[src/hdl/soc_pkg.sv]
package soc_pkg;

  // Bus widths
  localparam int unsigned ADDR_W = 32;
  localparam int unsigned DATA_W = 32;
  localparam int unsigned BE_W   = DATA_W / 8; // One enable per byte lane

  // Address map, each window is base plus size with mask from size
  localparam logic [ADDR_W-1:0] RAM_BASE   = 32'h0010_0000;
  localparam logic [ADDR_W-1:0] RAM_SIZE   = 32'h0000_1000; // 4 KiB
  localparam logic [ADDR_W-1:0] RAM_MASK   = ~(RAM_SIZE - 1);

  localparam logic [ADDR_W-1:0] GPIO_BASE  = 32'h8000_0000;
  localparam logic [ADDR_W-1:0] GPIO_SIZE  = 32'h0000_1000; // 4 KiB
  localparam logic [ADDR_W-1:0] GPIO_MASK  = ~(GPIO_SIZE - 1);

  localparam logic [ADDR_W-1:0] TIMER_BASE = 32'h8000_2000;
  localparam logic [ADDR_W-1:0] TIMER_SIZE = 32'h0000_1000; // 4 KiB
  localparam logic [ADDR_W-1:0] TIMER_MASK = ~(TIMER_SIZE - 1);

  // Offset bits seen by each device
  localparam int unsigned RAM_OFF_W   = $clog2(RAM_SIZE);
  localparam int unsigned GPIO_OFF_W  = $clog2(GPIO_SIZE);
  localparam int unsigned TIMER_OFF_W = $clog2(TIMER_SIZE);

  localparam int unsigned RAM_WORDS = RAM_SIZE / BE_W; // 1024 words
  localparam int unsigned RAM_AW    = $clog2(RAM_WORDS);

  localparam int unsigned GPI_W  = 8;
  localparam int unsigned GPO_W  = 16;
  localparam int unsigned NR_DEV = 3; // RAM, GPIO, timer

  // Host request, sampled by decoder and all devices
  typedef struct packed {
    logic [ADDR_W-1:0] addr;
    logic              we;
    logic [BE_W-1:0]   be;
    logic [DATA_W-1:0] wdata;
  } bus_req_t;

  // Response back to the host, one cycle after the grant
  typedef struct packed {
    logic              rvalid;
    logic [DATA_W-1:0] rdata;
    logic              err;
  } bus_rsp_t;

  typedef enum logic [1:0] {DevRam, DevGpio, DevTimer, DevNone} bus_dev_e;

  // Timer register offsets
  typedef enum logic [TIMER_OFF_W-1:0] {
    MtimeLo    = TIMER_OFF_W'(4'h0),
    MtimeHi    = TIMER_OFF_W'(4'h4),
    MtimecmpLo = TIMER_OFF_W'(4'h8),
    MtimecmpHi = TIMER_OFF_W'(4'hC)
  } timer_reg_e;

  typedef enum logic [GPIO_OFF_W-1:0] {
    GpioIn  = GPIO_OFF_W'(4'h0),
    GpioOut = GPIO_OFF_W'(4'h4)
  } gpio_reg_e;

  // Byte-lane write merge shared by all writable registers
  function automatic logic [DATA_W-1:0] be_merge(
    input logic [DATA_W-1:0] old_word,
    input logic [DATA_W-1:0] new_word,
    input logic [BE_W-1:0]   be
  );
    logic [DATA_W-1:0] res;
    res = old_word;
    for (int b = 0; b < BE_W; b++) begin
      if (be[b]) begin
        res[8*b +: 8] = new_word[8*b +: 8]; // Take enabled lane only
      end
    end
    return res;
  endfunction

endpackage

[src/hdl/bus_response.sv]
`timescale 1ns/1ns

module bus_response import soc_pkg::*; (
  input  logic              clk_sys_i,
  input  logic              rst_sys_ni,
  input  logic              req_i,
  input  bus_dev_e          dev_sel_i,
  input  logic              we_i,
  input  logic [DATA_W-1:0] ram_rdata_i,
  input  logic [DATA_W-1:0] gpio_rdata_i,
  input  logic [DATA_W-1:0] timer_rdata_i,
  output bus_rsp_t          rsp_o
);

  logic     req_q; // Accepted last cycle
  logic     we_q;
  bus_dev_e sel_q;
  logic [DATA_W-1:0] dev_rdata;

  always_ff @(posedge clk_sys_i or negedge rst_sys_ni) begin
    if (!rst_sys_ni) begin
      req_q <= 1'b0;
      we_q  <= 1'b0;
      sel_q <= DevNone;
    end else begin
      req_q <= req_i;
      we_q  <= we_i;
      sel_q <= dev_sel_i;
    end
  end

  // Pick the device that was addressed
  always_comb begin
    case (sel_q)
      DevRam:   dev_rdata = ram_rdata_i;
      DevGpio:  dev_rdata = gpio_rdata_i;
      DevTimer: dev_rdata = timer_rdata_i;
      default:  dev_rdata = '0; // Nobody claimed it
    endcase
  end

  assign rsp_o.rvalid = req_q;
  assign rsp_o.err    = req_q & (sel_q == DevNone);
  // Reads only, writes and errors return zero
  assign rsp_o.rdata  = (req_q && !we_q) ? dev_rdata : '0;

endmodule

[config.mk]
export PLATFORM = sky130hd
export DESIGN_NAME = bus_response
export DESIGN_NICKNAME = d
export VERILOG_FILES = /design/src/hdl/soc_pkg.sv /design/src/hdl/bus_response.sv
export SDC_FILE = /design/constraint.sdc
export NUM_CORES = 1
export LEC_CHECK = 0
export ABC_CLOCK_PERIOD_IN_PS = 1350
export BUFFER_PORTS_ARGS = -buffer_cell sky130_fd_sc_hd__buf_2
export CAP_MARGIN = 10
export CORE_MARGIN = 1
export CORE_UTILIZATION = 30
export CTS_CLUSTER_DIAMETER = 150
export DETAILED_ROUTE_END_ITERATION = 10
export GPL_TIMING_DRIVEN = 0
export HOLD_SLACK_MARGIN = 0.1
export PLACE_DENSITY = 0.68
export SLEW_MARGIN = 30
export SYNTH_ARGS = -nofsm -noshare
export SYNTH_HDL_FRONTEND = slang
export SYNTH_SLANG_ARGS = --single-unit
[constraint.sdc]
create_clock -name clk_sys_i -period 1.35 [get_ports clk_sys_i]
set_input_delay 0.2025 -clock clk_sys_i [delete_from_list [all_inputs] [get_ports clk_sys_i]]
set_output_delay 0.2025 -clock clk_sys_i [all_outputs]
set_load 0.01 [all_outputs]
Word-level counts from Yosys, hierarchy flattened --
Index checks and enable logic that the tools add are counted.
Storage, ports and cells: logic and storage cells 12, output and inout bits 34, flip-flop bits (word level) 4
Cells by class: eq/ne operators 3, reduce and logical (&&, ||, !) cells 3, muxes and demuxes 2, bitwise logic cells 1
Operators with widths (count):
- $pmux W32 S3 | 1
- $mux W32 | 1
- $eq A2 B2 Y1 const B | 2
- $eq A2 B1 Y1 const B | 1
- $logic_not A2 Y1 | 1
- $and A1 B1 Y1 | 1
- $logic_and A1 B1 Y1 | 1
- $logic_not A1 Y1 | 1

Depth between registers and ports, before layout --
word-level depth 3, gate-level depth with buffers 5, mapped depth without buffers 3

Worst setup path before layout --
Ideal clock, no wire load.
kind flip-flop to output port, start register sel_q[0], end output port rsp_o[10] (netlist bit), path buffers 3, arrival time 1201 ps, required time 1148 ps, setup slack -53 ps, stages on the path, launching flop included 6, cells stage by stage dfstp_2 -> buf_6 -> buf_12 -> buf_12 -> a211oi_2 -> a211oi_2
RTL lines:
- from (decl) | line bus_response.sv:17 | bus_dev_e sel_q;
- from (signal assigned) | line bus_response.sv:24 | sel_q <= DevNone;
- from (signal assigned) | line bus_response.sv:28 | sel_q <= dev_sel_i;
- to (decl) | line bus_response.sv:12 | output bus_rsp_t rsp_o

==> results by group <==
Drt
  – Drt first pass iters: 4
  – # DRC: 0
  – Vias per Instance: 4.680
  – Routed WL per cell: 13.68 um
  – Via Count: 1741
  – Post-route ant nets: 0
  – DRC marker count from the first detailed-route iteration: 31
  – Total Wirelength: 5089 um

Yosys
  – Yosys warns: 0
  – Synthesized area: about 0.0016 mm2
  – Synth area leader: a211oi_2
  – Cells after Synth: 157
  – Mapped Nets: 259
  – Top_reg_cell synth: dfstp_2
  – Asr flop ratio synth: 100.0%
  – Top-count cell post-synth: a211oi_2
  – Synth Register Bits: 4
  – Largest cells by area after synthesis: a211oi_2, nand2b_1, nor2b_1
  – Commonest cells post-synth: a211oi_2, nand2b_1, nor2b_1
  – Post-synth cell types: 16
  – Register area share after synthesis: about 6.5%
  – Synthesized area per cell: 10.11 um2
  – Top cell type's share of synthesized area: around 50%
  – Post-synth EDFFs: 0

Layout
  – Register area: 102.6 um2
  – # diodes: 0
  – Net count, final: 405
  – Multi-input combinational cell area: 0.001281 mm2
  – Layout Utilization: 49.53%
  – Layout cells sized above 1: approximately 80%
  – Non-Filler Instances: 372
  – P&R area growth vs syn: 59.46%
  – Layout filler cell count: 516
  – Post-route design area: approximately 0.0025 mm2

Power
  – Pint: 0.6861 mW
  – Pleak: 1.122 nW
  – Switching power: just under 0.4 mW
  – Power Total: 1.077 mW
  – Clock group share of total power: around a quarter
  – Max VDD drop: ~0.00063 V
  – Switching share of power: 36.27%
  – Sequential share of power: 12.5%
  – Gate power share: 62.0%
  – PD cells: about 430 mW/mm2

Clocking
  – CTS root buf: clkbuf_8
  – Sink Count: 4
  – Clock Tree Buf Depth: 2
  – H-tree levels: 1
  – CTS clock-pin slew for the worst setup and hold paths: 0.03 ns
  – CTS Buf Count: 3
  – TritonCTS clock tree: yes

Setup path
  – WS Path Type: reg2out
  – Worst EP arrival: 1.57 ns
  – CP max stage cell: dfstp_2
  – Crit path buffers/inverters: 4
  – Cell Chain, Critical Path: buf_8 -> buf_12 -> buf_12 -> a211oi_2 -> a211oi_2 -> buf_2
  – Critical Path RT: approximately 1.2 ns
  – Crit path max fanout: 10
  – Crit start category: flip-flop
  – Critical Path End Type: primary output
  – CP peak stage delay: 0.52 ns
  – Crit path max-delay family: buffers and inverters

Timing
  – Worst hold slack: around 0.32 ns
  – Setup TNS: -12.28 ns
  – Setup ws final: -0.4261 ns
  – Fmax: roughly 560 MHz
  – RSZ-0062 raised after global routing: true
  – Final Hold Fails: 0
  – Fin crit share: 131.6%
  – Final setup violation count: 33
  – Rel. slew slack: about four fifths
  – Tightest Pin Transition: 0.2894 ns
  – Final-report max-slew violation count: 0
  – Post-layout min period: around 1.8 ns

Outcome
  – Status: finished, violations left
  – Failing checks: setup timing

Die
  – Placeable core region: roughly 0.0051 mm2
  – Die area: between 0.005 and 0.006 mm2
  – Die Y: 74.72 um
  – Top Ports: 136
  – Die Width: 74.72 um
  – Std-Cell Rows: 26
  – Starting Density: 31.06%

Global routing
  – Total gr overflow: 0
  – Initial antenna violation count: 0
  – First-pass GRT wire length: 7472 um
  – Global Route Usage Sum: 17.30%
  – Vias in the first global route: 1623
  – Largest net degree at the start of global routing: 11

Job
  – MaxCap Viol Count: 0

Placed design
  – Port bufs: 135
  – GPL Wtd Cong: 0.7525
  – Placed cell count: 362
  – Final HPWL DP: 3914 um
  – Pre-CTS setup slack: -0.2307 ns
  – Post-DP Area: 0.002350 mm2

Worst hold path
  – Worst min path class: in2async
## area by class of cell
type,count,share of cell area (%)
Clock buffer,4,1.780
Timing Repair Buffer,141,29.97
Tap cell,70,3.462
Multi-Input combinational cell,131,50.64
Buffer,22,10.09
Sequential cell,4,4.055
## power groups by stage
stage / logic [mW] / clock network (mW) / registers [mW]
floorplan: 0.383 / 0 / 0.134
global placement: 0.619 / 0 / 0.135
detailed placement: 0.627 / 0 / 0.135
CTS: 0.667 / 0.280 / 0.134
global route: 0.722 / 0.291 / 0.135
finish: 0.668 / 0.274 / 0.134
## state kept, by name, indices dropped and copies added (netlist names)
register	count
we_q	1
req_q	1
sel_q	2
## logic make-up (layout without fill, tap and decap cells)
| family | Yosys count | after routing | share of synthesized area [%] |
|---|---|---|---|
| AND/OR/NAND/NOR | 67 | 67 | 29.34 |
| AO/OA/AOI/OAI | 64 | 64 | 50.47 |
| buffers and inverters | 22 | 167 | 13.72 |
| flip-flops | 4 | 4 | 6.467 |
## repair_timing
item	4_1_cts	5_1_grt
pin swaps	1	2
endpoints found under the setup margin	33	33
gates resized for setup	9	6
hold buffers	5	0
gates cloned	1	0
endpoints found under the hold margin	8	0
buffers inserted	0	0
## worst max-delay path by stage
stage | from | end | slack [ns] | depth (start not counted)
floorplan | sel_q[0] | rsp_o[10] | -0.005 | 5
global placement | sel_q[0] | rsp_o[15] | -0.23 | 6
detailed placement | sel_q[0] | rsp_o[15] | -0.23 | 6
CTS | sel_q[0] | rsp_o[5] | -0.42 | 6
global route | sel_q[0] | rsp_o[4] | -0.48 | 6
finish | sel_q[0] | rsp_o[4] | -0.43 | 6
## metal layers
metal	GRT usage (%)	vias up	wire length [um]
li1	-	868	-
met1	20.71	803	2211
met2	32.63	66	2637
met3	1.606	4	209
met4	4.822	0	30
met5	0	-	0
## placed cells by master, fill, tap and decap left out, drive strengths merged
master / synthesis / layout
dfrtp: 2 / 2
clkbuf: 4 / 7
and3: 1 / 1
nand2b: 32 / 32
nand2: 1 / 1
buf: 18 / 154
a211oi: 64 / 64
dfstp: 2 / 2
bufbuf: 0 / 1
nor2b: 32 / 32
nand3b: 1 / 1
dlygate4sd3: 0 / 5
(Power assumes the default switching activity.)
