$ cat config.mk
export PLATFORM = sky130hd
export DESIGN_NAME = soc_gpio
export DESIGN_NICKNAME = d
export VERILOG_FILES = /design/src/hdl/soc_pkg.sv /design/src/hdl/soc_gpio.sv
export SDC_FILE = /design/constraint.sdc
export NUM_CORES = 1
export LEC_CHECK = 0
export ABC_AREA = 1
export BUFFER_PORTS_ARGS = -buffer_cell sky130_fd_sc_hd__buf_4
export CAP_MARGIN = 30
export CORE_MARGIN = 2
export CORE_UTILIZATION = 40
export CTS_BUF_LIST = sky130_fd_sc_hd__clkbuf_4 sky130_fd_sc_hd__clkbuf_8
export CTS_CLUSTER_SIZE = 28
export DETAILED_ROUTE_END_ITERATION = 8
export PLACE_DENSITY = 0.76
export RECOVER_POWER = 50
export SYNTH_ARGS = -nofsm -noshare
export SYNTH_HDL_FRONTEND = slang
export SYNTH_SLANG_ARGS = --single-unit
$ cat constraint.sdc
create_clock -name clk_sys_i -period 1.3 [get_ports clk_sys_i]
set_clock_uncertainty 0.2 [all_clocks]
set_input_delay 0.13 -clock clk_sys_i [delete_from_list [all_inputs] [get_ports clk_sys_i]]
set_output_delay 0.13 -clock clk_sys_i [all_outputs]
set_load 0.01 [all_outputs]
$ cat src/hdl/soc_pkg.sv
package soc_pkg;

  // Bus widths
  localparam int unsigned ADDR_W = 32;
  localparam int unsigned DATA_W = 32;
  localparam int unsigned BE_W   = DATA_W / 8; // One enable per byte lane

  // Address map, each window is base plus size with mask from size
  localparam logic [ADDR_W-1:0] RAM_BASE   = 32'h0010_0000;
  localparam logic [ADDR_W-1:0] RAM_SIZE   = 32'h0000_1000; // 4 KiB
  localparam logic [ADDR_W-1:0] RAM_MASK   = ~(RAM_SIZE - 1);

  localparam logic [ADDR_W-1:0] GPIO_BASE  = 32'h8000_0000;
  localparam logic [ADDR_W-1:0] GPIO_SIZE  = 32'h0000_1000; // 4 KiB
  localparam logic [ADDR_W-1:0] GPIO_MASK  = ~(GPIO_SIZE - 1);

  localparam logic [ADDR_W-1:0] TIMER_BASE = 32'h8000_2000;
  localparam logic [ADDR_W-1:0] TIMER_SIZE = 32'h0000_1000; // 4 KiB
  localparam logic [ADDR_W-1:0] TIMER_MASK = ~(TIMER_SIZE - 1);

  // Offset bits seen by each device
  localparam int unsigned RAM_OFF_W   = $clog2(RAM_SIZE);
  localparam int unsigned GPIO_OFF_W  = $clog2(GPIO_SIZE);
  localparam int unsigned TIMER_OFF_W = $clog2(TIMER_SIZE);

  localparam int unsigned RAM_WORDS = RAM_SIZE / BE_W; // 1024 words
  localparam int unsigned RAM_AW    = $clog2(RAM_WORDS);

  localparam int unsigned GPI_W  = 8;
  localparam int unsigned GPO_W  = 16;
  localparam int unsigned NR_DEV = 3; // RAM, GPIO, timer

  // Host request, sampled by decoder and all devices
  typedef struct packed {
    logic [ADDR_W-1:0] addr;
    logic              we;
    logic [BE_W-1:0]   be;
    logic [DATA_W-1:0] wdata;
  } bus_req_t;

  // Response back to the host, one cycle after the grant
  typedef struct packed {
    logic              rvalid;
    logic [DATA_W-1:0] rdata;
    logic              err;
  } bus_rsp_t;

  typedef enum logic [1:0] {DevRam, DevGpio, DevTimer, DevNone} bus_dev_e;

  // Timer register offsets
  typedef enum logic [TIMER_OFF_W-1:0] {
    MtimeLo    = TIMER_OFF_W'(4'h0),
    MtimeHi    = TIMER_OFF_W'(4'h4),
    MtimecmpLo = TIMER_OFF_W'(4'h8),
    MtimecmpHi = TIMER_OFF_W'(4'hC)
  } timer_reg_e;

  typedef enum logic [GPIO_OFF_W-1:0] {
    GpioIn  = GPIO_OFF_W'(4'h0),
    GpioOut = GPIO_OFF_W'(4'h4)
  } gpio_reg_e;

  // Byte-lane write merge shared by all writable registers
  function automatic logic [DATA_W-1:0] be_merge(
    input logic [DATA_W-1:0] old_word,
    input logic [DATA_W-1:0] new_word,
    input logic [BE_W-1:0]   be
  );
    logic [DATA_W-1:0] res;
    res = old_word;
    for (int b = 0; b < BE_W; b++) begin
      if (be[b]) begin
        res[8*b +: 8] = new_word[8*b +: 8]; // Take enabled lane only
      end
    end
    return res;
  endfunction

endpackage

$ cat src/hdl/soc_gpio.sv
`timescale 1ns/1ns

module soc_gpio import soc_pkg::*; (
  input  logic              clk_sys_i,
  input  logic              rst_sys_ni,
  input  logic              req_i,
  input  bus_req_t          pkt_i,
  input  logic [GPI_W-1:0]  gpio_i,
  output logic [DATA_W-1:0] rdata_o,
  output logic [GPO_W-1:0]  gpio_o
);

  logic [GPI_W-1:0]      gpi_meta; // First synchroniser stage
  logic [GPI_W-1:0]      gpi_q;    // Readable input register
  logic [GPO_W-1:0]      gpo_q;
  logic [GPIO_OFF_W-1:0] reg_off;
  logic [DATA_W-1:0]     rdata_d;

  assign reg_off = pkt_i.addr[GPIO_OFF_W-1:0];
  assign gpio_o  = gpo_q;

  // Two flops, pin change visible after two edges
  always_ff @(posedge clk_sys_i or negedge rst_sys_ni) begin
    if (!rst_sys_ni) begin
      gpi_meta <= '0;
      gpi_q    <= '0;
    end else begin
      gpi_meta <= gpio_i;
      gpi_q    <= gpi_meta;
    end
  end

  // Output register, byte writable
  always_ff @(posedge clk_sys_i or negedge rst_sys_ni) begin
    if (!rst_sys_ni) begin
      gpo_q <= '0;
    end else if (req_i && pkt_i.we && reg_off == GpioOut) begin
      gpo_q <= GPO_W'(be_merge(DATA_W'(gpo_q), pkt_i.wdata, pkt_i.be));
    end
  end

  always_comb begin
    case (reg_off)
      GpioIn:  rdata_d = DATA_W'(gpi_q);
      GpioOut: rdata_d = DATA_W'(gpo_q);
      default: rdata_d = '0; // Unused offsets read zero
    endcase
  end

  always_ff @(posedge clk_sys_i or negedge rst_sys_ni) begin
    if (!rst_sys_ni) begin
      rdata_o <= '0;
    end else if (req_i) begin
      rdata_o <= rdata_d;
    end
  end

endmodule

---- After elaboration in Yosys (flattened, before gate mapping) ----
Cells that the tools add are included.
W data, S select, Z words.
storage, ports and cells
  bits in registers ....................... 64
  input bits .............................. 80
  output and inout port bits .............. 48
  word-level logic and storage cells ...... 12
cells by class
  equality and inequality tests ........... 1
  mux-type cells .......................... 1
  reduce and logical (&&, ||, !) cells .... 5
operator list
  operator               count
  $pmux W16 S2           1
  $eq A12 B3 Y1 const B  1
  $logic_not A12 Y1      1
  $reduce_and A2 Y1      2
  $logic_and A1 B1 Y1    2

---- Logic depth before layout (Yosys ltp) ----
  word-level depth ........................ 3
  mapped depth ............................ 8
  mapped depth without buffers ............ 8

---- Worst setup path after synthesis ----
Ideal clock, no wire load.
  path kind ............................... in2reg
  start point ............................. input port pkt_i[48] in the netlist's numbering
  end point ............................... register gpo_q[0], in the netlist gpio_o[0]
  setup time .............................. 118 ps
  arrival time ............................ 873 ps
  required time ........................... 982 ps
  path slack .............................. 109 ps
  cell stages on the path ................. 6
  path buffers ............................ 0
  cells stage by stage .................... nor2_1 > nand2_1 > nor2_4 > nand4_1 > nand2_1 > nand2_1
on the way
  longest elaborated chain between the ends .. 3
ends and longest elaborated chain
  what                         line            text
  start, declared              soc_gpio.sv:7   input bus_req_t pkt_i,
  $eq A12 B3 Y1                soc_gpio.sv:37  end else if (req_i && pkt_i.we && reg_off == GpioOut) begin
  $logic_and A1 B1 Y1          soc_gpio.sv:37
  $reduce_and A2 Y1 (no line)  --
  end signal, assigned         soc_gpio.sv:38  gpo_q <= GPO_W'(be_merge(DATA_W'(gpo_q), pkt_i.wdata, pkt_i.be));
  end, declared                soc_gpio.sv:15  logic [GPO_W-1:0] gpo_q;
Every way passes these cells.
A chain may end at the register's enable or synchronous reset.

---- Worst setup path after layout ----
  start point ............................. input port pkt_i[32] in the netlist's numbering
  end point ............................... register gpo_q[5], in the netlist gpio_o[5]
on the way
  longest elaborated chain between the ends .. 1
ends and longest elaborated chain
  what
  $reduce_and A2 Y1 (no line)
Every way passes these cells.

==> results by group <==
Outcome
  • Status: completed

STA
  • Slew headroom: 0.580
  • Max-slew violations: 0
  • Final min period: 1.25 ns
  • Fin. Hold Viols: 0
  • Final worst path period share: 0.962
  • RSZ-0062 raised after global routing: no
  • Worst-Margin Slew: 0.629 ns
  • Setup_tns: 0 ns
  • Hold WS: 0.0657 ns
  • Fmax: 800 MHz
  • Finish-stage setup viols: 0

Clocking
  • Clock buffer depth: 2
  • Worst-Skew Late Latency: around 0.3 ns
  • Setup Buffers After CTS: 0
  • CTS Buf Count: 5
  • Htree depth: 2
  • Clock Pin Slew Worst Setup and Hold Paths: roughly 0.09 ns
  • CTS tree: yes
  • CTS Sinks: 48
  • CTS hold repair buffers: 28
  • CTS resizes: 0
  • CTS Root Cell: clkbuf_8

Final layout
  • Layout cells sized above 1: 0.290
  • Post-route cell area: a little over 3000 sq um
  • Layout area overhead: 50.2%
  • Core Util, Final: 0.613
  • Nets: 420
  • # diodes: 0

Drt
  • DR WL/cell: 12.7 microns
  • DR DRC count: 0
  • 1st-pass router iterations: 5
  • Routed WL: 5.24 mm
  • 1st-iter DRT viols: 96
  • Vias: 1,893
  • Antenna-violating nets left: 0
  • Vias/cell: 4.61

Pwr
  • Seq pwr share: 0.493
  • Pleak: ~1.7 nW
  • Clock network fraction of total power: 0.413
  • Sw Share: 0.211
  • Logic pwr share: 0.094
  • P_int: 2.44 mW
  • Worst vdd ir: 0.652 mV
  • Pwr/cell area: 1000 nW/um^2
  • Sw Pwr: 0.652 mW

Synthesis
  • Yosys reg bits: 48
  • Sequential fraction of the synthesis area: 0.584
  • Post-synth cell types: 16
  • Synthesis Warnings: 0
  • Synth Cell Area: between 2000 and 2500 sq um
  • Yosys top cell area share: 0.584
  • Library cell with the largest summed area after synthesis: dfrtp_1
  • Main area contributors after synthesis: dfrtp_1 58%, nand2_1 16%, buf_4 6.2%
  • Post-synthesis average cell area: 8.98 sq um
  • Synthesized instance count: 229

Floorplan
  • Io pins: 128
  • Die ar.: 5730 sq um
  • Starting Density: 0.408
  • Core Box Area: 5040 sq um
  • Rows: 26
  • Die X: 75.7 microns
  • Chip height: 75.7 microns

Placed design
  • Gpl congestion: 0.840
  • Placed instance area: 2670 sq um
  • Post-DP HPWL: 3.66 mm
  • # port buffers: 73

Critical path
  • Startpoint types: primary input
  • Kind of critical path: in2reg
  • Crit-path cells: dlygate4sd3_1 > buf_4 > nand4_1 > buf_4 > nand2_1 > nand2_1
  • Worst Setup End Kind: register
  • WP data required: 1.29 ns
  • Max Fanout on Critical Path: 9
  • Critical-path top delay cell: dlygate4sd3_1
  • Crit path DAT: 1.24 ns
  • Slowest stage delay, CP: 0.54 ns

Global routing
  • Total GRT Usage: 0.199
  • Gr ovfl total: 0
  • First-pass GRT wire length: 8.53 mm
  • Pin count of the biggest net entering global routing: 49
  • Initial antenna violation count: 0
  • Via count of the first global-routing pass: 1,859

Flow run
  • Number of max-cap violations: 0

Hold path
  • Worst min path class: in2reg
## cell families after synthesis
group           synth area share
simple gates               0.294
buf+inv                    0.101
compound gates            0.0195
other cells              0.00182
flops                      0.584
## synth_stat cells
library cell,number
buf_2,4
inv_1,9
nand4_1,18
buf_1,1
nand2_1,90
nand2_2,1
dfrtp_1,48
nor2_4,3
conb_1,1
buf_6,1
o21ai_0,8
nor2_1,9
buf_4,17
clkbuf_1,1
nand3_1,16
inv_2,2
## critical path, delay by kind of cell
family                 cells  cell delay [ns]
buffers and inverters      3             0.89
AND/OR/NAND/NOR            3             0.23
## power groups by stage
stage                     Sequential [mW]  Combinational [mW]  Clock [mW]
after floorplan                      1.55               0.109           0
after global placement               1.55               0.216           0
after detailed placement             1.55               0.222           0
after CTS                            1.52               0.290        1.29
after global routing                 1.53               0.321        1.37
final                                1.52               0.291        1.28
## cell type report
cell class                 instances  area [sq um]
clock inverter                     3          68.8
sequential                        48          1200
clock buffer                       5          68.8
timing repair buffer             113           918
inverter                          11          41.3
multi-input combinational        161           704
fill                             425          1950
tap                               70          87.6
## final timing paths
| kind | startpoint | end | slack [ns] | depth (start not counted) |
|---|---|---|---|---|
| max in group asynchronous | rst_sys_ni | rdata_o[6] | 0.26 | 2 |
| hold reg to reg | gpi_meta[1] | gpi_q[1] | 0.15 | 0 |
| min in group asynchronous | rst_sys_ni | gpi_meta[2] | 0.21 | 2 |
| hold / removal | req_i | rdata_o[2] | 0.07 | 4 |
| setup reg to reg | gpio_o[7] | rdata_o[7] | 0.33 | 4 |
| setup / recovery | pkt_i[32] | gpio_o[5] | 0.05 | 6 |
## registers in the layout, summed over array words and instances (netlist names)
register  cells
gpi_q         8
gpi_meta      8
rdata_o      16
gpio_o       16
## metrics by stage
step,worst slack (ns),power [mW],cells
after floorplan,0.109,1.66,244
after global placement,0.00431,1.77,375
after detailed placement,-0.0832,1.78,375
after CTS,0.0718,3.11,411
after global routing,0.0144,3.22,411
final,0.0497,3.09,411
## placed cells by master (no fill, tap or decap)
cell type	instances
nor2_1	9
inv_1	9
nand2_2	1
nand2_1	90
clkbuf_4	10
dlygate4sd3_1	28
buf_4	75
nand4_1	18
conb_1	16
nand3_1	16
o21ai_0	8
nor2_4	3
clkbuf_8	5
bufinv_16	2
inv_2	2
inv_6	1
dfrtp_1	48
## metal layers
metal | GRT usage | wire length, microns
met5 | 0 | 0
met4 | 0.0429 | 40
met3 | 0.0476 | 251
met2 | 0.364 | 2780
met1 | 0.239 | 2160
Power figures use the tool's default switching activity.
