--- config.mk ---
export PLATFORM = sky130hd
export DESIGN_NAME = soc_timer
export DESIGN_NICKNAME = d
export VERILOG_FILES = /design/src/hdl/soc_pkg.sv /design/src/hdl/soc_timer.sv
export SDC_FILE = /design/constraint.sdc
export NUM_CORES = 1
export LEC_CHECK = 0
export BUFFER_PORTS_ARGS = -buffer_cell sky130_fd_sc_hd__clkbuf_2
export CELL_PAD_IN_SITES_DETAIL_PLACEMENT = 0
export CELL_PAD_IN_SITES_GLOBAL_PLACEMENT = 1
export CORE_AREA = 2 2 160 162
export CTS_CLUSTER_DIAMETER = 80
export DETAILED_ROUTE_END_ITERATION = 16
export DIE_AREA = 0 0 162 164
export HOLD_SLACK_MARGIN = 0.08
export PLACE_DENSITY = 0.72
export RECOVER_POWER = 50
export SLEW_MARGIN = 20
export SYNTH_ARGS = -nofsm -noshare
export SYNTH_HDL_FRONTEND = slang
export SYNTH_SLANG_ARGS = --single-unit
--- constraint.sdc ---
create_clock -name clk_sys_i -period 3 [get_ports clk_sys_i]
set_input_delay 0.15 -clock clk_sys_i [delete_from_list [all_inputs] [get_ports clk_sys_i]]
set_output_delay 0.15 -clock clk_sys_i [all_outputs]
set_load 0.01 [all_outputs]
--- src/hdl/soc_pkg.sv ---
package soc_pkg;

  // Bus widths
  localparam int unsigned ADDR_W = 32;
  localparam int unsigned DATA_W = 32;
  localparam int unsigned BE_W   = DATA_W / 8; // One enable per byte lane

  // Address map, each window is base plus size with mask from size
  localparam logic [ADDR_W-1:0] RAM_BASE   = 32'h0010_0000;
  localparam logic [ADDR_W-1:0] RAM_SIZE   = 32'h0000_1000; // 4 KiB
  localparam logic [ADDR_W-1:0] RAM_MASK   = ~(RAM_SIZE - 1);

  localparam logic [ADDR_W-1:0] GPIO_BASE  = 32'h8000_0000;
  localparam logic [ADDR_W-1:0] GPIO_SIZE  = 32'h0000_1000; // 4 KiB
  localparam logic [ADDR_W-1:0] GPIO_MASK  = ~(GPIO_SIZE - 1);

  localparam logic [ADDR_W-1:0] TIMER_BASE = 32'h8000_2000;
  localparam logic [ADDR_W-1:0] TIMER_SIZE = 32'h0000_1000; // 4 KiB
  localparam logic [ADDR_W-1:0] TIMER_MASK = ~(TIMER_SIZE - 1);

  // Offset bits seen by each device
  localparam int unsigned RAM_OFF_W   = $clog2(RAM_SIZE);
  localparam int unsigned GPIO_OFF_W  = $clog2(GPIO_SIZE);
  localparam int unsigned TIMER_OFF_W = $clog2(TIMER_SIZE);

  localparam int unsigned RAM_WORDS = RAM_SIZE / BE_W; // 1024 words
  localparam int unsigned RAM_AW    = $clog2(RAM_WORDS);

  localparam int unsigned GPI_W  = 8;
  localparam int unsigned GPO_W  = 16;
  localparam int unsigned NR_DEV = 3; // RAM, GPIO, timer

  // Host request, sampled by decoder and all devices
  typedef struct packed {
    logic [ADDR_W-1:0] addr;
    logic              we;
    logic [BE_W-1:0]   be;
    logic [DATA_W-1:0] wdata;
  } bus_req_t;

  // Response back to the host, one cycle after the grant
  typedef struct packed {
    logic              rvalid;
    logic [DATA_W-1:0] rdata;
    logic              err;
  } bus_rsp_t;

  typedef enum logic [1:0] {DevRam, DevGpio, DevTimer, DevNone} bus_dev_e;

  // Timer register offsets
  typedef enum logic [TIMER_OFF_W-1:0] {
    MtimeLo    = TIMER_OFF_W'(4'h0),
    MtimeHi    = TIMER_OFF_W'(4'h4),
    MtimecmpLo = TIMER_OFF_W'(4'h8),
    MtimecmpHi = TIMER_OFF_W'(4'hC)
  } timer_reg_e;

  typedef enum logic [GPIO_OFF_W-1:0] {
    GpioIn  = GPIO_OFF_W'(4'h0),
    GpioOut = GPIO_OFF_W'(4'h4)
  } gpio_reg_e;

  // Byte-lane write merge shared by all writable registers
  function automatic logic [DATA_W-1:0] be_merge(
    input logic [DATA_W-1:0] old_word,
    input logic [DATA_W-1:0] new_word,
    input logic [BE_W-1:0]   be
  );
    logic [DATA_W-1:0] res;
    res = old_word;
    for (int b = 0; b < BE_W; b++) begin
      if (be[b]) begin
        res[8*b +: 8] = new_word[8*b +: 8]; // Take enabled lane only
      end
    end
    return res;
  endfunction

endpackage

--- src/hdl/soc_timer.sv ---
`timescale 1ns/1ns

module soc_timer import soc_pkg::*; (
  input  logic              clk_sys_i,
  input  logic              rst_sys_ni,
  input  logic              req_i,
  input  bus_req_t          pkt_i,
  output logic [DATA_W-1:0] rdata_o,
  output logic              irq_o
);

  logic [63:0]            mtime_q;
  logic [63:0]            mtime_d;
  logic [63:0]            mtimecmp_q;
  logic [63:0]            mtimecmp_d;
  logic [TIMER_OFF_W-1:0] reg_off;
  logic                   wr_en;
  logic [DATA_W-1:0]      rdata_d;

  assign reg_off = pkt_i.addr[TIMER_OFF_W-1:0];
  assign wr_en   = req_i & pkt_i.we;

  // Next state, a write to a half wins over the increment
  always_comb begin
    mtime_d    = mtime_q + 64'd1; // Free running
    mtimecmp_d = mtimecmp_q;
    if (wr_en) begin
      case (reg_off)
        MtimeLo:    mtime_d[31:0]     = be_merge(mtime_q[31:0], pkt_i.wdata, pkt_i.be);
        MtimeHi:    mtime_d[63:32]    = be_merge(mtime_q[63:32], pkt_i.wdata, pkt_i.be);
        MtimecmpLo: mtimecmp_d[31:0]  = be_merge(mtimecmp_q[31:0], pkt_i.wdata, pkt_i.be);
        MtimecmpHi: mtimecmp_d[63:32] = be_merge(mtimecmp_q[63:32], pkt_i.wdata, pkt_i.be);
        default: ;
      endcase
    end
  end

  // Read mux over the four halves
  always_comb begin
    case (reg_off)
      MtimeLo:    rdata_d = mtime_q[31:0];
      MtimeHi:    rdata_d = mtime_q[63:32];
      MtimecmpLo: rdata_d = mtimecmp_q[31:0];
      MtimecmpHi: rdata_d = mtimecmp_q[63:32];
      default:    rdata_d = '0;
    endcase
  end

  always_ff @(posedge clk_sys_i or negedge rst_sys_ni) begin
    if (!rst_sys_ni) begin
      mtime_q    <= '0;
      mtimecmp_q <= '1; // Compare far away, no interrupt out of reset
      irq_o      <= 1'b0;
    end else begin
      mtime_q    <= mtime_d;
      mtimecmp_q <= mtimecmp_d;
      // Level interrupt, one cycle behind the compare
      irq_o      <= (mtime_q >= mtimecmp_q);
    end
  end

  always_ff @(posedge clk_sys_i or negedge rst_sys_ni) begin
    if (!rst_sys_ni) begin
      rdata_o <= '0;
    end else if (req_i) begin
      rdata_o <= rdata_d; // Value before this cycle's update
    end
  end

endmodule

=== Yosys cells after proc, flatten, opt, wreduce, memory -nomap -nowiden ===
Index checks and enable logic that the tools add are counted.

* Register bits after elaboration: 161
* Input bits: 72
* Output and inout bits: 33
* Logic and storage cells: 49

* Add/sub/neg operators: 1
* $lt $le $gt $ge: 1
* Eq/ne operators: 11
* Mux-type cells: 8
* Bitwise gates (word level): 1
* Reduce and logical (&&, ||, !) cells: 9

{| class="wikitable"
|+ Operators by type and width
! cell !! number
|-
| 32-bit one-hot mux with 4 select lines || 1
|-
| 64-bit by 1-bit adder with 64-bit output (second input constant) || 1
|-
| 64-bit greater-or-equal comparator || 1
|-
| 32-bit 2-to-1 mux || 2
|-
| 64-bit 2-to-1 mux || 1
|-
| 8-bit 2-to-1 mux || 4
|-
| 12-bit by 4-bit == test with 1-bit output (second input constant) || 2
|-
| 3-bit != test (second input constant) || 8
|-
| 3-bit AND reduction || 8
|-
| 12-bit by 3-bit == test with 1-bit output (second input constant) || 1
|-
| 12-bit logical NOT || 1
|-
| 1-bit AND || 1
|}

=== Logic depth before layout (Yosys ltp) ===
* Word-level depth: 3
* Gate-level depth with buffers: 9
* Mapped depth without buffers: 8

=== Least setup slack after synthesis ===
OpenSTA, ideal clock, no wires.

* Path kind: register to register
* Start point: reg mtime_q[0]
* End point: reg mtime_q[34]
* Library setup time: 0.134 ns
* Arrival: 1.955 ns
* Data required time: 2.866 ns
* Setup slack: 0.912 ns
* Stages on the path, launching flop included: 8
* Buffers on the path: 0
* Clock period less this slack: 2.088 ns
* Path through: dfrtp_1 > ha_1 > nand3_2 > nor4_4 > nand3_2 > or3_1 > nand3_1 > o211ai_1

* Longest elaborated chain between the ends: 3

{| class="wikitable"
|+ RTL lines
! item !! line !! source
|-
| start, declared || soc_timer.sv:12 || <nowiki>logic [63:0] mtime_q;</nowiki>
|-
| start signal, assigned || soc_timer.sv:55 || <nowiki>mtime_q <= mtime_d;</nowiki>
|-
| 64-bit by 1-bit adder with 64-bit output (*) || soc_timer.sv:25 || <nowiki>mtime_d = mtime_q + 64'd1;</nowiki>
|-
| 32-bit 2-to-1 mux || soc_timer.sv:28 || <nowiki>case (reg_off)</nowiki>
|-
| 64-bit 2-to-1 mux (*) || soc_timer.sv:27 || <nowiki>if (wr_en) begin</nowiki>
|}

Mark *: on every way between the ends. The rest lies on a longest branch, timed or not.
A chain may end at the register's enable or synchronous reset.

=== Worst setup path after layout ===
* Start point: reg mtime_q[0]
* End point: reg mtime_q[58]

The elaborated chain is that of the path after synthesis.

==> results.md <==
* Post-Route WL at 31.97 mm
* Die height at 164 µm
* Routed vias at 8993
* Initial antenna violation count at 0
* Vias in the first global route at 8858
* Post-layout power at 5217 µW
* Post-synthesis sequential area ratio at 40.67%
* Peak supply drop at 0.4046 mV
* Asr flop ratio synth at 100.0%
* MaxCap Viol Count at 1
* P per Cell Area at 433.7 mW/mm²
* Leakage at 0.004798 µW
* Worst Setup Start Kind: flop
* DRT iter0 DRCs at 738
* Final hold violations at 0
* Crit. End Element: flop
* I/O Pins at 105
* DP HPWL at 23.39 mm
* Finish-stage setup viols at 0
* Top post-synthesis cells by count: inv_1 (111), dfrtp_1 (97), nand2_1 (86)
* Critical Path AT at 2.95 ns
* Fin crit share at 87.19%
* Slew @ Worst Pin at 2.313 ns
* Buffers on Ports at 84
* RSZ-0062 raised after global routing: no
* Max transition margin at -54.17%
* Crit-path max FO at 7
* Cts bufs inserted at 17
* Synth Warn # at 0
* Post-synthesis net count at 1216
* Top cell type's share of synthesized area at 24.02%
* Share of layout cells above drive strength 1 at 23.81%
* CTS tree: yes
* Flops & latches, synth at 161
* Final-stage net count at 1359
* Diodes inserted at 0
* Setup TNS Final at 0 ns
* Largest area contributor in the synthesized netlist: dfrtp_1
* Number of synthesized flops with an enable pin at 0
* Die area at 0.02657 mm²
* CP required at 3.33 ns
* DRT Pass-1 Iters at 5
* Dpl cells at 1500
* Final Non-Filler Cells at 1565
* Fmax at 382.3 MHz
* Total track usage at 24.58%
* # rows at 58
* Status: finished with violations
* Wire per inst at 20.43 µm
* Max-slew violations at 85
* Post-CTS setup buffers at 0
* Drt via density at 5.746
* Min Tclk post-route at 2.616 ns
* Synth cell types at 73
* Worst hold path type: primary input to flop
* Cells after synthesis at 1079
* H-tree depth reported by CTS at 4
* CTS Buffer Depth at 2
* Grt total ovfl at 0
* DRC viols at 0
* Top FF cell, synth: dfrtp_1
* P&R area growth vs syn at 19.06%
* Gpl congestion at 0.8990
* Initial Utilization at 40.71%
* Failing checks: capacitance limit, slew limit
* Critical setup path kind: flop to flop
* First-pass GRT wire length at 50.30 mm
* Pin count of the biggest net entering global routing at 86
* Clock Latency Late Sink at 0.44 ns
* CTS sink cnt at 161
* Syn avg cell area at 9.364 µm²
* Clock-pin slew on the worst setup and hold paths at 0.07 ns
* Final Util at 48.47%
* Core footprint at 0.02482 mm²
* Most common cell in the netlist: inv_1
* Die span in x at 162 µm
* Final ANT Viol Nets at 0
* Ranking of synthesized cells by area: dfrtp_1 (24%), dfstp_2 (17%), ha_1 (8.0%), mux2_2 (7.0%), inv_1 (4.1%)
* Post-Syn Area at 0.01010 mm²
* Clock Skew at 0.01695 ns
* Clock root cell: clkbuf_16
-- routing by layer --
metal | vias to the layer above | part of all wire (%) | wire (µm) | global-route usage [%]
met5 | - | 0 | 0 | 0
met2 | 297 | 47 | 15100 | 40.19
met1 | 4351 | 46 | 14610 | 33.81
li1 | 4306 | - | - | -
met3 | 39 | 4.6 | 1468 | 3.333
met4 | 0 | 2.5 | 784 | 7.924
-- stage by stage --
stage | setup slack, ns | area (µm²) | hold slack [ns]
2_1_floorplan | 0.9116 | 10100 | -0.1456
5_1_grt | 0.2149 | 12030 | 0.1437
6_report | 0.3843 | 12030 | 0.1330
3_5_place_dp | 0.4319 | 11170 | 0.2813
4_1_cts | 0.4135 | 12090 | 0.1195
3_3_place_gp | 0.4370 | 11170 | 0.2781
-- final timing paths --
kind	startpoint	endpoint	slack (ns)	depth (start not counted)
min in group asynchronous	rst_sys_ni	rdata_o[2]	0.92	2
min reg2reg	rdata_o[23]	rdata_o[23]	0.53	2
max	mtime_q[0]	mtime_q[58]	0.38	8
max reg2reg	mtime_q[0]	mtime_q[58]	0.38	8
min	pkt_i[33]	mtime_q[42]	0.13	2
max in group asynchronous	rst_sys_ni	mtimecmp_q[46]	0.57	3
-- area by class of cell --
class / count / area [µm²]
fillers: 2450 / 12790
multi-input cells: 758 / 5371
flip-flops and latches: 161 / 4109
repair buffers: 173 / 1134
clock buffers: 18 / 439.2
inverters: 111 / 416.7
well taps: 330 / 412.9
clock inverters: 14 / 146.4
-- cells in the final DEF (no fill, tap or decap), types with 4 or more instances in the layout --
cell type / n
a21o_1: 5
nand2_1: 86
o21ai_0: 35
a22o_1: 32
inv_1: 111
a211oi_1: 18
nand4_1: 28
clkbuf_1: 34
o32ai_1: 9
clkbuf_16: 17
and2_1: 5
a21oi_1: 76
nor3_1: 25
o31ai_1: 9
and3_1: 9
nand2b_1: 9
dfstp_2: 64
dfrtp_1: 97
inv_6: 4
nand3_1: 38
nor4_1: 14
clkbuf_2: 53
dlygate4sd3_1: 33
nor2_1: 73
a221oi_1: 33
ha_1: 65
and4_1: 9
nor2_2: 5
mux2_2: 63
nor4_4: 4
o22ai_1: 42
clkinvlp_4: 4
buf_4: 52
-- critical path, stage by stage (launching register included) --
cell      delay (ns)
dfrtp_1         0.50
ha_1            0.27
nand3_2         0.19
nor4_4          0.49
nand3_2         0.23
buf_4           0.23
nor3_1          0.23
o21ai_1         0.10
a211oi_1        0.26
-- registers in the layout (all words and copies together), names as in the netlist --
name,cells
mtime_q,64
mtimecmp_q,64
rdata_o,32
irq_o,1
-- cell families (layout without fill, tap and decap cells) --
family,count (synthesis),in the layout,synth area share (%)
simple gates,328,328,17.34
fa+ha+maj,65,65,8.050
xor+xnor,2,2,0.1734
flops,161,161,40.67
compound gates,296,296,20.01
buf+inv,160,316,6.328
mux,67,67,7.430
-- report_power, final --
group | internal [µW] | leakage, µW | switching [µW]
clock | 1200 | 0.000276 | 1010
sequential | 2250 | 0.00183 | 146
combinational | 238 | 0.00269 | 371
total | 3690 | 0.00480 | 1530
-- what timing repair did --
item / in CTS / in global routing
resized for setup: 0 / 0
hold buffers: 33 / 0
endpoints found under the hold margin: 166 / 0
Note: power is estimated with default switching activity, not from simulation.
