**src/hdl/soc_pkg.sv**
```systemverilog
package soc_pkg;

  // Bus widths
  localparam int unsigned ADDR_W = 32;
  localparam int unsigned DATA_W = 32;
  localparam int unsigned BE_W   = DATA_W / 8; // One enable per byte lane

  // Address map, each window is base plus size with mask from size
  localparam logic [ADDR_W-1:0] RAM_BASE   = 32'h0010_0000;
  localparam logic [ADDR_W-1:0] RAM_SIZE   = 32'h0000_1000; // 4 KiB
  localparam logic [ADDR_W-1:0] RAM_MASK   = ~(RAM_SIZE - 1);

  localparam logic [ADDR_W-1:0] GPIO_BASE  = 32'h8000_0000;
  localparam logic [ADDR_W-1:0] GPIO_SIZE  = 32'h0000_1000; // 4 KiB
  localparam logic [ADDR_W-1:0] GPIO_MASK  = ~(GPIO_SIZE - 1);

  localparam logic [ADDR_W-1:0] TIMER_BASE = 32'h8000_2000;
  localparam logic [ADDR_W-1:0] TIMER_SIZE = 32'h0000_1000; // 4 KiB
  localparam logic [ADDR_W-1:0] TIMER_MASK = ~(TIMER_SIZE - 1);

  // Offset bits seen by each device
  localparam int unsigned RAM_OFF_W   = $clog2(RAM_SIZE);
  localparam int unsigned GPIO_OFF_W  = $clog2(GPIO_SIZE);
  localparam int unsigned TIMER_OFF_W = $clog2(TIMER_SIZE);

  localparam int unsigned RAM_WORDS = RAM_SIZE / BE_W; // 1024 words
  localparam int unsigned RAM_AW    = $clog2(RAM_WORDS);

  localparam int unsigned GPI_W  = 8;
  localparam int unsigned GPO_W  = 16;
  localparam int unsigned NR_DEV = 3; // RAM, GPIO, timer

  // Host request, sampled by decoder and all devices
  typedef struct packed {
    logic [ADDR_W-1:0] addr;
    logic              we;
    logic [BE_W-1:0]   be;
    logic [DATA_W-1:0] wdata;
  } bus_req_t;

  // Response back to the host, one cycle after the grant
  typedef struct packed {
    logic              rvalid;
    logic [DATA_W-1:0] rdata;
    logic              err;
  } bus_rsp_t;

  typedef enum logic [1:0] {DevRam, DevGpio, DevTimer, DevNone} bus_dev_e;

  // Timer register offsets
  typedef enum logic [TIMER_OFF_W-1:0] {
    MtimeLo    = TIMER_OFF_W'(4'h0),
    MtimeHi    = TIMER_OFF_W'(4'h4),
    MtimecmpLo = TIMER_OFF_W'(4'h8),
    MtimecmpHi = TIMER_OFF_W'(4'hC)
  } timer_reg_e;

  typedef enum logic [GPIO_OFF_W-1:0] {
    GpioIn  = GPIO_OFF_W'(4'h0),
    GpioOut = GPIO_OFF_W'(4'h4)
  } gpio_reg_e;

  // Byte-lane write merge shared by all writable registers
  function automatic logic [DATA_W-1:0] be_merge(
    input logic [DATA_W-1:0] old_word,
    input logic [DATA_W-1:0] new_word,
    input logic [BE_W-1:0]   be
  );
    logic [DATA_W-1:0] res;
    res = old_word;
    for (int b = 0; b < BE_W; b++) begin
      if (be[b]) begin
        res[8*b +: 8] = new_word[8*b +: 8]; // Take enabled lane only
      end
    end
    return res;
  endfunction

endpackage

```
**src/hdl/bus_decode.sv**
```systemverilog
`timescale 1ns/1ns

module bus_decode import soc_pkg::*; (
  input  logic              req_i,
  input  bus_req_t          pkt_i,
  output logic [NR_DEV-1:0] dev_req_o,
  output bus_dev_e          dev_sel_o
);

  logic hit_ram;
  logic hit_gpio;
  logic hit_timer;

  // Window match on masked address
  assign hit_ram   = (pkt_i.addr & RAM_MASK) == RAM_BASE;
  assign hit_gpio  = (pkt_i.addr & GPIO_MASK) == GPIO_BASE;
  assign hit_timer = (pkt_i.addr & TIMER_MASK) == TIMER_BASE;

  // Windows do not overlap, so at most one hit
  always_comb begin
    dev_req_o = '0;
    dev_sel_o = DevNone; // Idle or unmapped
    if (req_i) begin
      if (hit_ram) begin
        dev_req_o[DevRam] = 1'b1;
        dev_sel_o         = DevRam;
      end else if (hit_gpio) begin
        dev_req_o[DevGpio] = 1'b1;
        dev_sel_o          = DevGpio;
      end else if (hit_timer) begin
        dev_req_o[DevTimer] = 1'b1;
        dev_sel_o           = DevTimer;
      end
      // No hit leaves DevNone, response side flags the error
    end
  end

endmodule

```
**config.mk**
```make
export PLATFORM = sky130hd
export DESIGN_NAME = bus_decode
export DESIGN_NICKNAME = d
export VERILOG_FILES = /design/src/hdl/soc_pkg.sv /design/src/hdl/bus_decode.sv
export SDC_FILE = /design/constraint.sdc
export NUM_CORES = 1
export LEC_CHECK = 0
export BUFFER_PORTS_ARGS = -buffer_cell sky130_fd_sc_hd__buf_4
export CAP_MARGIN = 5
export CORE_AREA = 2 2 39 41
export DETAILED_ROUTE_END_ITERATION = 7
export DIE_AREA = 0 0 41 43
export GPL_ROUTABILITY_DRIVEN = 0
export GPL_TIMING_DRIVEN = 0
export PLACE_DENSITY_LB_ADDON = 0.3
export RECOVER_POWER = 25
export SLEW_MARGIN = 20
export SYNTH_ARGS = -nofsm -noshare
export SYNTH_HDL_FRONTEND = slang
export SYNTH_SLANG_ARGS = --single-unit
```
**constraint.sdc**
```tcl
create_clock -name vclk -period 2.4
set_input_delay 0.6 -clock vclk [all_inputs]
set_output_delay 0.6 -clock vclk [all_outputs]
set_load 0.005 [all_outputs]
```
## Word-level counts from Yosys, hierarchy flattened

Index checks and enable logic that the tools add are counted.

| word-level totals | value |
|---|---|
| logic and storage cells | 13 |
| output and inout port bits | 5 |
| bits in registers | 0 |
| bits of input ports | 70 |

| cells by class | value |
|---|---|
| muxes and demuxes | 10 |
| equality and inequality tests | 3 |

Operators with widths:

| kind | count |
|---|---|
| $eq A20 B20 Y1 const B | 2 |
| $eq A20 B9 Y1 const B | 1 |
| $mux W2 | 4 |
| $mux W1 | 5 |
| $mux W3 | 1 |

## Longest topological paths before layout

Gate-level depths: netlist of run 1.

| logic depth | value |
|---|---|
| depth after elaboration | 5 |
| depth in mapped cells | 3 |
| mapped depth without buffers | 3 |

## Worst setup path before layout of run 1

OpenSTA, ideal clock, no wires.

| path | value |
|---|---|
| kind | input to output |
| from | input port pkt_i[59] (netlist bit) |
| to | output port dev_sel_o[1] |
| slack | 0.266 ns |
| buffers on the path | 0 |
| stages on the path | 3 |
| arrival time | 1.534 ns |
| data required time | 1.800 ns |
| cells stage by stage | nor4b_2 -> nand3_2 -> or4_1 |

| on the way | value |
|---|---|
| word-level cells in the longest chain between the ends | 4 |
| elaborated cells between the ends (all ways) | 5 |
| classes of those cells | eq/ne: 2; mux: 3 |

Ends and longest elaborated chain:

| item | line | text |
|---|---|---|
| start, declared | bus_decode.sv:5 | `input bus_req_t pkt_i,` |
| $eq A20 B20 Y1 | bus_decode.sv:16 | `assign hit_gpio = (pkt_i.addr & GPIO_MASK) == GPIO_BASE;` |
| $mux W2 | bus_decode.sv:27 | `end else if (hit_gpio) begin` |
| $mux W2 * | bus_decode.sv:24 | `if (hit_ram) begin` |
| $mux W2 * | bus_decode.sv:23 | `if (req_i) begin` |
| end, declared | bus_decode.sv:7 | `output bus_dev_e dev_sel_o` |

Every way passes the cells marked *; elsewhere a longest branch is shown, timed or not.

## Final worst setup path of run 1

| path | value |
|---|---|
| from | input port pkt_i[60] (netlist bit) |
| to | output port dev_sel_o[1] |

Same word-level chain as after synthesis.

==> flow_metrics.tcl, run 1 <==
set metrics [dict create \
    hold_end "dev_req_o[1]" \
    rsz0062_at_grt "true" \
    synth_cell_types 12 \
    synth_nets 87 \
    routed_wl_um 712 \
    ys_seq_area_frac 0 \
    drt-initial-drc-count 3 \
    avgSynthCellArea_sq_um 7.58 \
    wl_per_cell_um 11.7 \
    place_area_sq_um 344 \
    track_usage 0.0799 \
    io_buffers 26 \
    first_global_vias 251 \
    worst_setup_path_end_kind "output port" \
    design.seq.count 0 \
    fin_nets 117 \
    syn_area_sq_um 129 \
    cap_violations 0 \
    final_hold_viol_count 0 \
    vias 261 \
    hold_depth 3 \
    slew_headroom 0.850 \
    tns_ns 0 \
    finalCoreUtilization 0.270 \
    fmax_mhz 425 \
    ant_nets 0 \
    outcome "finished, final reports clean" \
    die_w_um 41 \
    coreArea_sq_um 1380 \
    antenna_found_initial 0 \
    required_ns 1.80 \
    crit_path_max_fanout 3 \
    postCtsHoldBufs 0 \
    slew_viol_final 0 \
    grt_pass1_wl_mm 1.03 \
    remaining_drc_errors 0 \
    ios 75 \
    row_count 14 \
    first_pass_iters 4 \
    diodes 0 \
    area_growth_pct 190 \
    nClkBuffers 0 \
    die_y_um 43 \
    min_period_ns 2.35 \
    initial_core_util 0.0931 \
    finalSetupViolCount 0 \
    arrival_ns 1.75 \
    hpwl_um 609 \
    crit_type "input port to output port" \
    layout_commonest_cell "buf_4" \
    dieArea_sq_um 1760 \
    p_per_area_nw_per_um2 108 \
    layout_common_cells "buf_4 (28), nor3_1 (4), nand2_1 (2)" \
    viasPerCell 4.28 \
    seqCellArea_sq_um 0 \
    irDropWorstVdd_mv 0.0369 \
    grt-ovfl-total 0 \
    timing.hold.ws_ns 1.48 \
    yosys_warnings 0 \
    power.total_uw 40.4 \
    n_fill_cell 163 \
    tightestPinTransition_ns 0.223 \
    drive_above_1_share 0.711 \
    syn_inst 17 \
    fin_crit_sh 0.980 \
    min_from "pkt_i[50]" \
    design_area_sq_um 374 \
    leakage_nw 0.156 \
    grt_max_degree 6 \
    hp-class "input port to output port" \
    cp-start-kind "input port" \
]
[how the worst max path moves through the flow]
stage	end	start	cells after the start
3_5_place_dp	dev_sel_o[1]	pkt_i[59]	5
4_1_cts	dev_sel_o[1]	pkt_i[60]	5
5_1_grt	dev_sel_o[1]	pkt_i[66]	5
3_3_place_gp	dev_sel_o[1]	pkt_i[59]	5
2_1_floorplan	dev_sel_o[1]	pkt_i[59]	3
6_report	dev_sel_o[1]	pkt_i[60]	5
[where the power goes]
group / internal, mW / switching [mW]
clock network: 0 / 0
logic: 0.0271 / 0.0133
registers: 0 / 0
total: 0.0271 / 0.0133
[per-stage QoR]
stage,instances,worst slack [ns]
finish,61,0.0489
global route,61,-0.00276
CTS,60,0.0272
detailed placement,59,-0.0206
global placement,59,-0.0225
floorplan,17,0.266
[cells by family after synthesis]
family,share of synthesized area
AO/OA/AOI/OAI,0.0680
XOR/XNOR,0.0680
AND/OR/NAND/NOR,0.864
[cells in the mapped netlist]
cell type,n,area [sq um]
nor3_1,4,20.0
nand2_1,2,7.51
nor4_1,2,12.5
a211o_1,1,8.76
nand2b_1,1,6.26
nand3_2,1,10.0
nand3b_1,1,7.51
nor2_1,1,3.75
nor4_4,1,21.3
nor4b_2,1,15.0
or4_1,1,7.51
xnor2_1,1,8.76
[routing by layer]
metal	GRT usage	wire length [um]
met5	0	0
met4	0	0
met3	0.0524	193
met2	0.0938	217
met1	0.127	302
[worst max-delay path, stage by stage]
cell and delay (ns):
buf_4 0.11, nor4_1 0.26, nand2_1 0.14, or4_1 0.48, buf_4 0.15
[repair_timing]
item                       in CTS  in global routing
pin swaps                       1                  1
setup endpoints to repair       1                  2
resized for setup               0                  2
gates cloned                    0                  0
setup buffers                   1                  1
[cell type report]
cell class / instances / area [sq um] / area share
Multi-Input combinational cell: 17 / 144 / 0.385
Timing Repair Buffer: 28 / 210 / 0.562
Tap cell: 16 / 20.0 / 0.0535
Power figures use the tool's default switching activity.
==> inputs of run 2 (changes only) <==
--- a/config.mk
+++ b/config.mk
@@ -5,8 +5,9 @@
 export SDC_FILE = /design/constraint.sdc
 export NUM_CORES = 1
 export LEC_CHECK = 0
+export ABC_AREA = 1
 export BUFFER_PORTS_ARGS = -buffer_cell sky130_fd_sc_hd__buf_4
-export CAP_MARGIN = 5
+export CAP_MARGIN = 40
 export CORE_AREA = 2 2 39 41
 export DETAILED_ROUTE_END_ITERATION = 7
 export DIE_AREA = 0 0 41 43
==> constraint.sdc (replaced) <==
create_clock -name vclk -period 2.4
set_input_delay 0.6 -clock vclk [all_inputs]
set_output_delay 0.6 -clock vclk [all_outputs]
set_load 0.05 [all_outputs]
==> flow_metrics.tcl, run 2 <==
set metrics [dict create \
    outcome "finished, final reports clean" \
    remaining_drc_errors 0 \
    ios 75 \
    layout_commonest_cell "buf_4" \
    cp-endpoint "dev_req_o[2]" \
    fmax_mhz 478 \
    diodes 0 \
    first_pass_iters 2 \
    dieArea_sq_um 1760 \
    cp-start-kind "input port" \
    synthTopCellsByCount "nor2_1 (15), nand2_1 (7), inv_1 (3), nor2_2 (3)" \
    synth_area_leader_cell "nor2_1" \
    required_ns 1.80 \
    die_y_um 43 \
    fin_crit_sh 0.871 \
    design_area_sq_um 358 \
    crit_type "input port to output port" \
    leakage_nw 0.176 \
    track_usage 0.0509 \
    grt_max_degree 4 \
    route.met2.wl_um 193 \
    final_hold_viol_count 0 \
    ys_seq_area_frac 0 \
    place_area_sq_um 360 \
    synthMuxAreaShare 0 \
    slew_headroom 0.817 \
    post-cts-setup-buffers 0 \
    synth_area_leaders "nor2_1 (39%), nand2_1 (18%), nor2_2 (13%)" \
    synth_cell_types 9 \
    worst_setup_path_end_kind "output port" \
    synth_xor_xnor_area_share 0 \
    comb_power_share 1.000 \
    postCtsHoldBufs 0 \
    first_global_vias 208 \
    yosys.area.top_type_share 0.388 \
    met3WireLength_um 109 \
    ctsResizeCount 0 \
    initial_core_util 0.105 \
    hpwl_um 470 \
    p_int_uw 25.5 \
    design.seq.count 0 \
    grt-ovfl-total 0 \
    power_switching_uw 10.1 \
    synth_top_family_by_area "simple AND/OR/NAND/NOR gates" \
    synth-compound-area-share 0 \
    tightestPinTransition_ns 0.276 \
    p_per_area_nw_per_um2 99.3 \
    top_layer "met3" \
    synth_nets 103 \
    layout_common_cells "buf_4 (25), nor2_1 (15), nand2_1 (7)" \
    drive_above_1_share 0.492 \
    timing.hold.ws_ns 1.59 \
    fin_nets 131 \
    viasPerCell 3.64 \
    avgSynthCellArea_sq_um 4.40 \
    vias 273 \
    nClkBuffers 0 \
    syn_inst 33 \
    syn_area_sq_um 145 \
    clkPwrFrac 0 \
    worstSetupStartpoint "pkt_i[58]" \
    yosys.area_share.simple 0.922 \
    tns_ns 0 \
    drt-met1-wl_um 199 \
    drt-initial-drc-count 2 \
    hp-class "input port to output port" \
    n_fill_cell 164 \
    routed_wl_um 502 \
    area_growth_pct 147 \
    slew_viol_final 0 \
    yosysMostFrequentCell "nor2_1" \
    crit_path_max_fanout 2 \
    arrival_ns 1.49 \
    ant_nets 0 \
    wl_per_cell_um 6.69 \
    seqCellArea_sq_um 0 \
    yosys_warnings 0 \
    coreArea_sq_um 1380 \
    synthAdderAreaFrac 0 \
    swShare 0.283 \
    grt_pass1_wl_um 696 \
    rsz0062_at_grt "false" \
    finalSetupViolCount 0 \
    min_period_ns 2.09 \
    antenna_found_initial 0 \
    row_count 14 \
    io_buffers 26 \
    die_w_um 41 \
    irDropWorstVdd_mv 0.0321 \
    p_seq_frac 0 \
    cap_violations 0 \
]
run 2: cell types whose count changed in the layout (fill, tap and decap cells not counted), moves of 3 or more:
cell,previous run,this run
inv_1,0,3
nor3_1,4,0
buf_4,28,25
nor2_1,1,15
nor2_2,0,3
nand2_1,2,7
run 2: cell type report:
type | count | area (sq um) | share of cell area
timing repair buffer | 26 | 193 | 0.538
multi-input combinational | 30 | 134 | 0.374
tap | 16 | 20.0 | 0.0559
inverter | 3 | 11.3 | 0.0315
run 2: stage by stage:
step           setup WS (ns)  utilization  cells  total power [mW]
6_report               0.310        0.259     75            0.0355
5_1_grt                0.192        0.259     75            0.0394
4_1_cts                0.312        0.260     75            0.0360
3_5_place_dp           0.319        0.260     75            0.0359
3_3_place_gp           0.306        0.260     75            0.0356
2_1_floorplan         -0.266            -     33           0.00850
run 2: worst max-delay path, cell delays in order:
cell      delay (ns)
buf_4           0.11
nor2_1          0.11
nor2b_1         0.14
nand3b_1        0.10
nor2_1          0.13
clkbuf_2        0.30
run 2: cell families (layout without fill, tap and decap cells):
| group | after synthesis | count (layout) |
|---|---|---|
| buf+inv | 3 | 29 |
| simple gates | 30 | 30 |
run 2: layer usage:
| metal | vias up | GRT usage |
|---|---|---|
| li1 | 151 | - |
| met1 | 102 | 0.0728 |
| met2 | 20 | 0.0813 |
| met3 | 0 | 0.0105 |
| met4 | 0 | 0 |
| met5 | - | 0 |
run 2: how the worst min path moves through the flow:
stage	startpoint	end	slack, ns	depth (start not counted)
detailed placement	req_i	dev_req_o[1]	1.60	4
finish	req_i	dev_req_o[1]	1.59	4
global placement	req_i	dev_req_o[1]	1.60	4
CTS	req_i	dev_req_o[1]	1.60	4
global route	req_i	dev_req_o[1]	1.63	4
floorplan	req_i	dev_req_o[0]	1.38	2
run 2: power by group through the flow:
stage | Sequential, mW | Combinational (mW) | Clock (mW)
3_5_place_dp | 0 | 0.0359 | 0
3_3_place_gp | 0 | 0.0356 | 0
4_1_cts | 0 | 0.0360 | 0
5_1_grt | 0 | 0.0394 | 0
6_report | 0 | 0.0355 | 0
2_1_floorplan | 0 | 0.00850 | 0
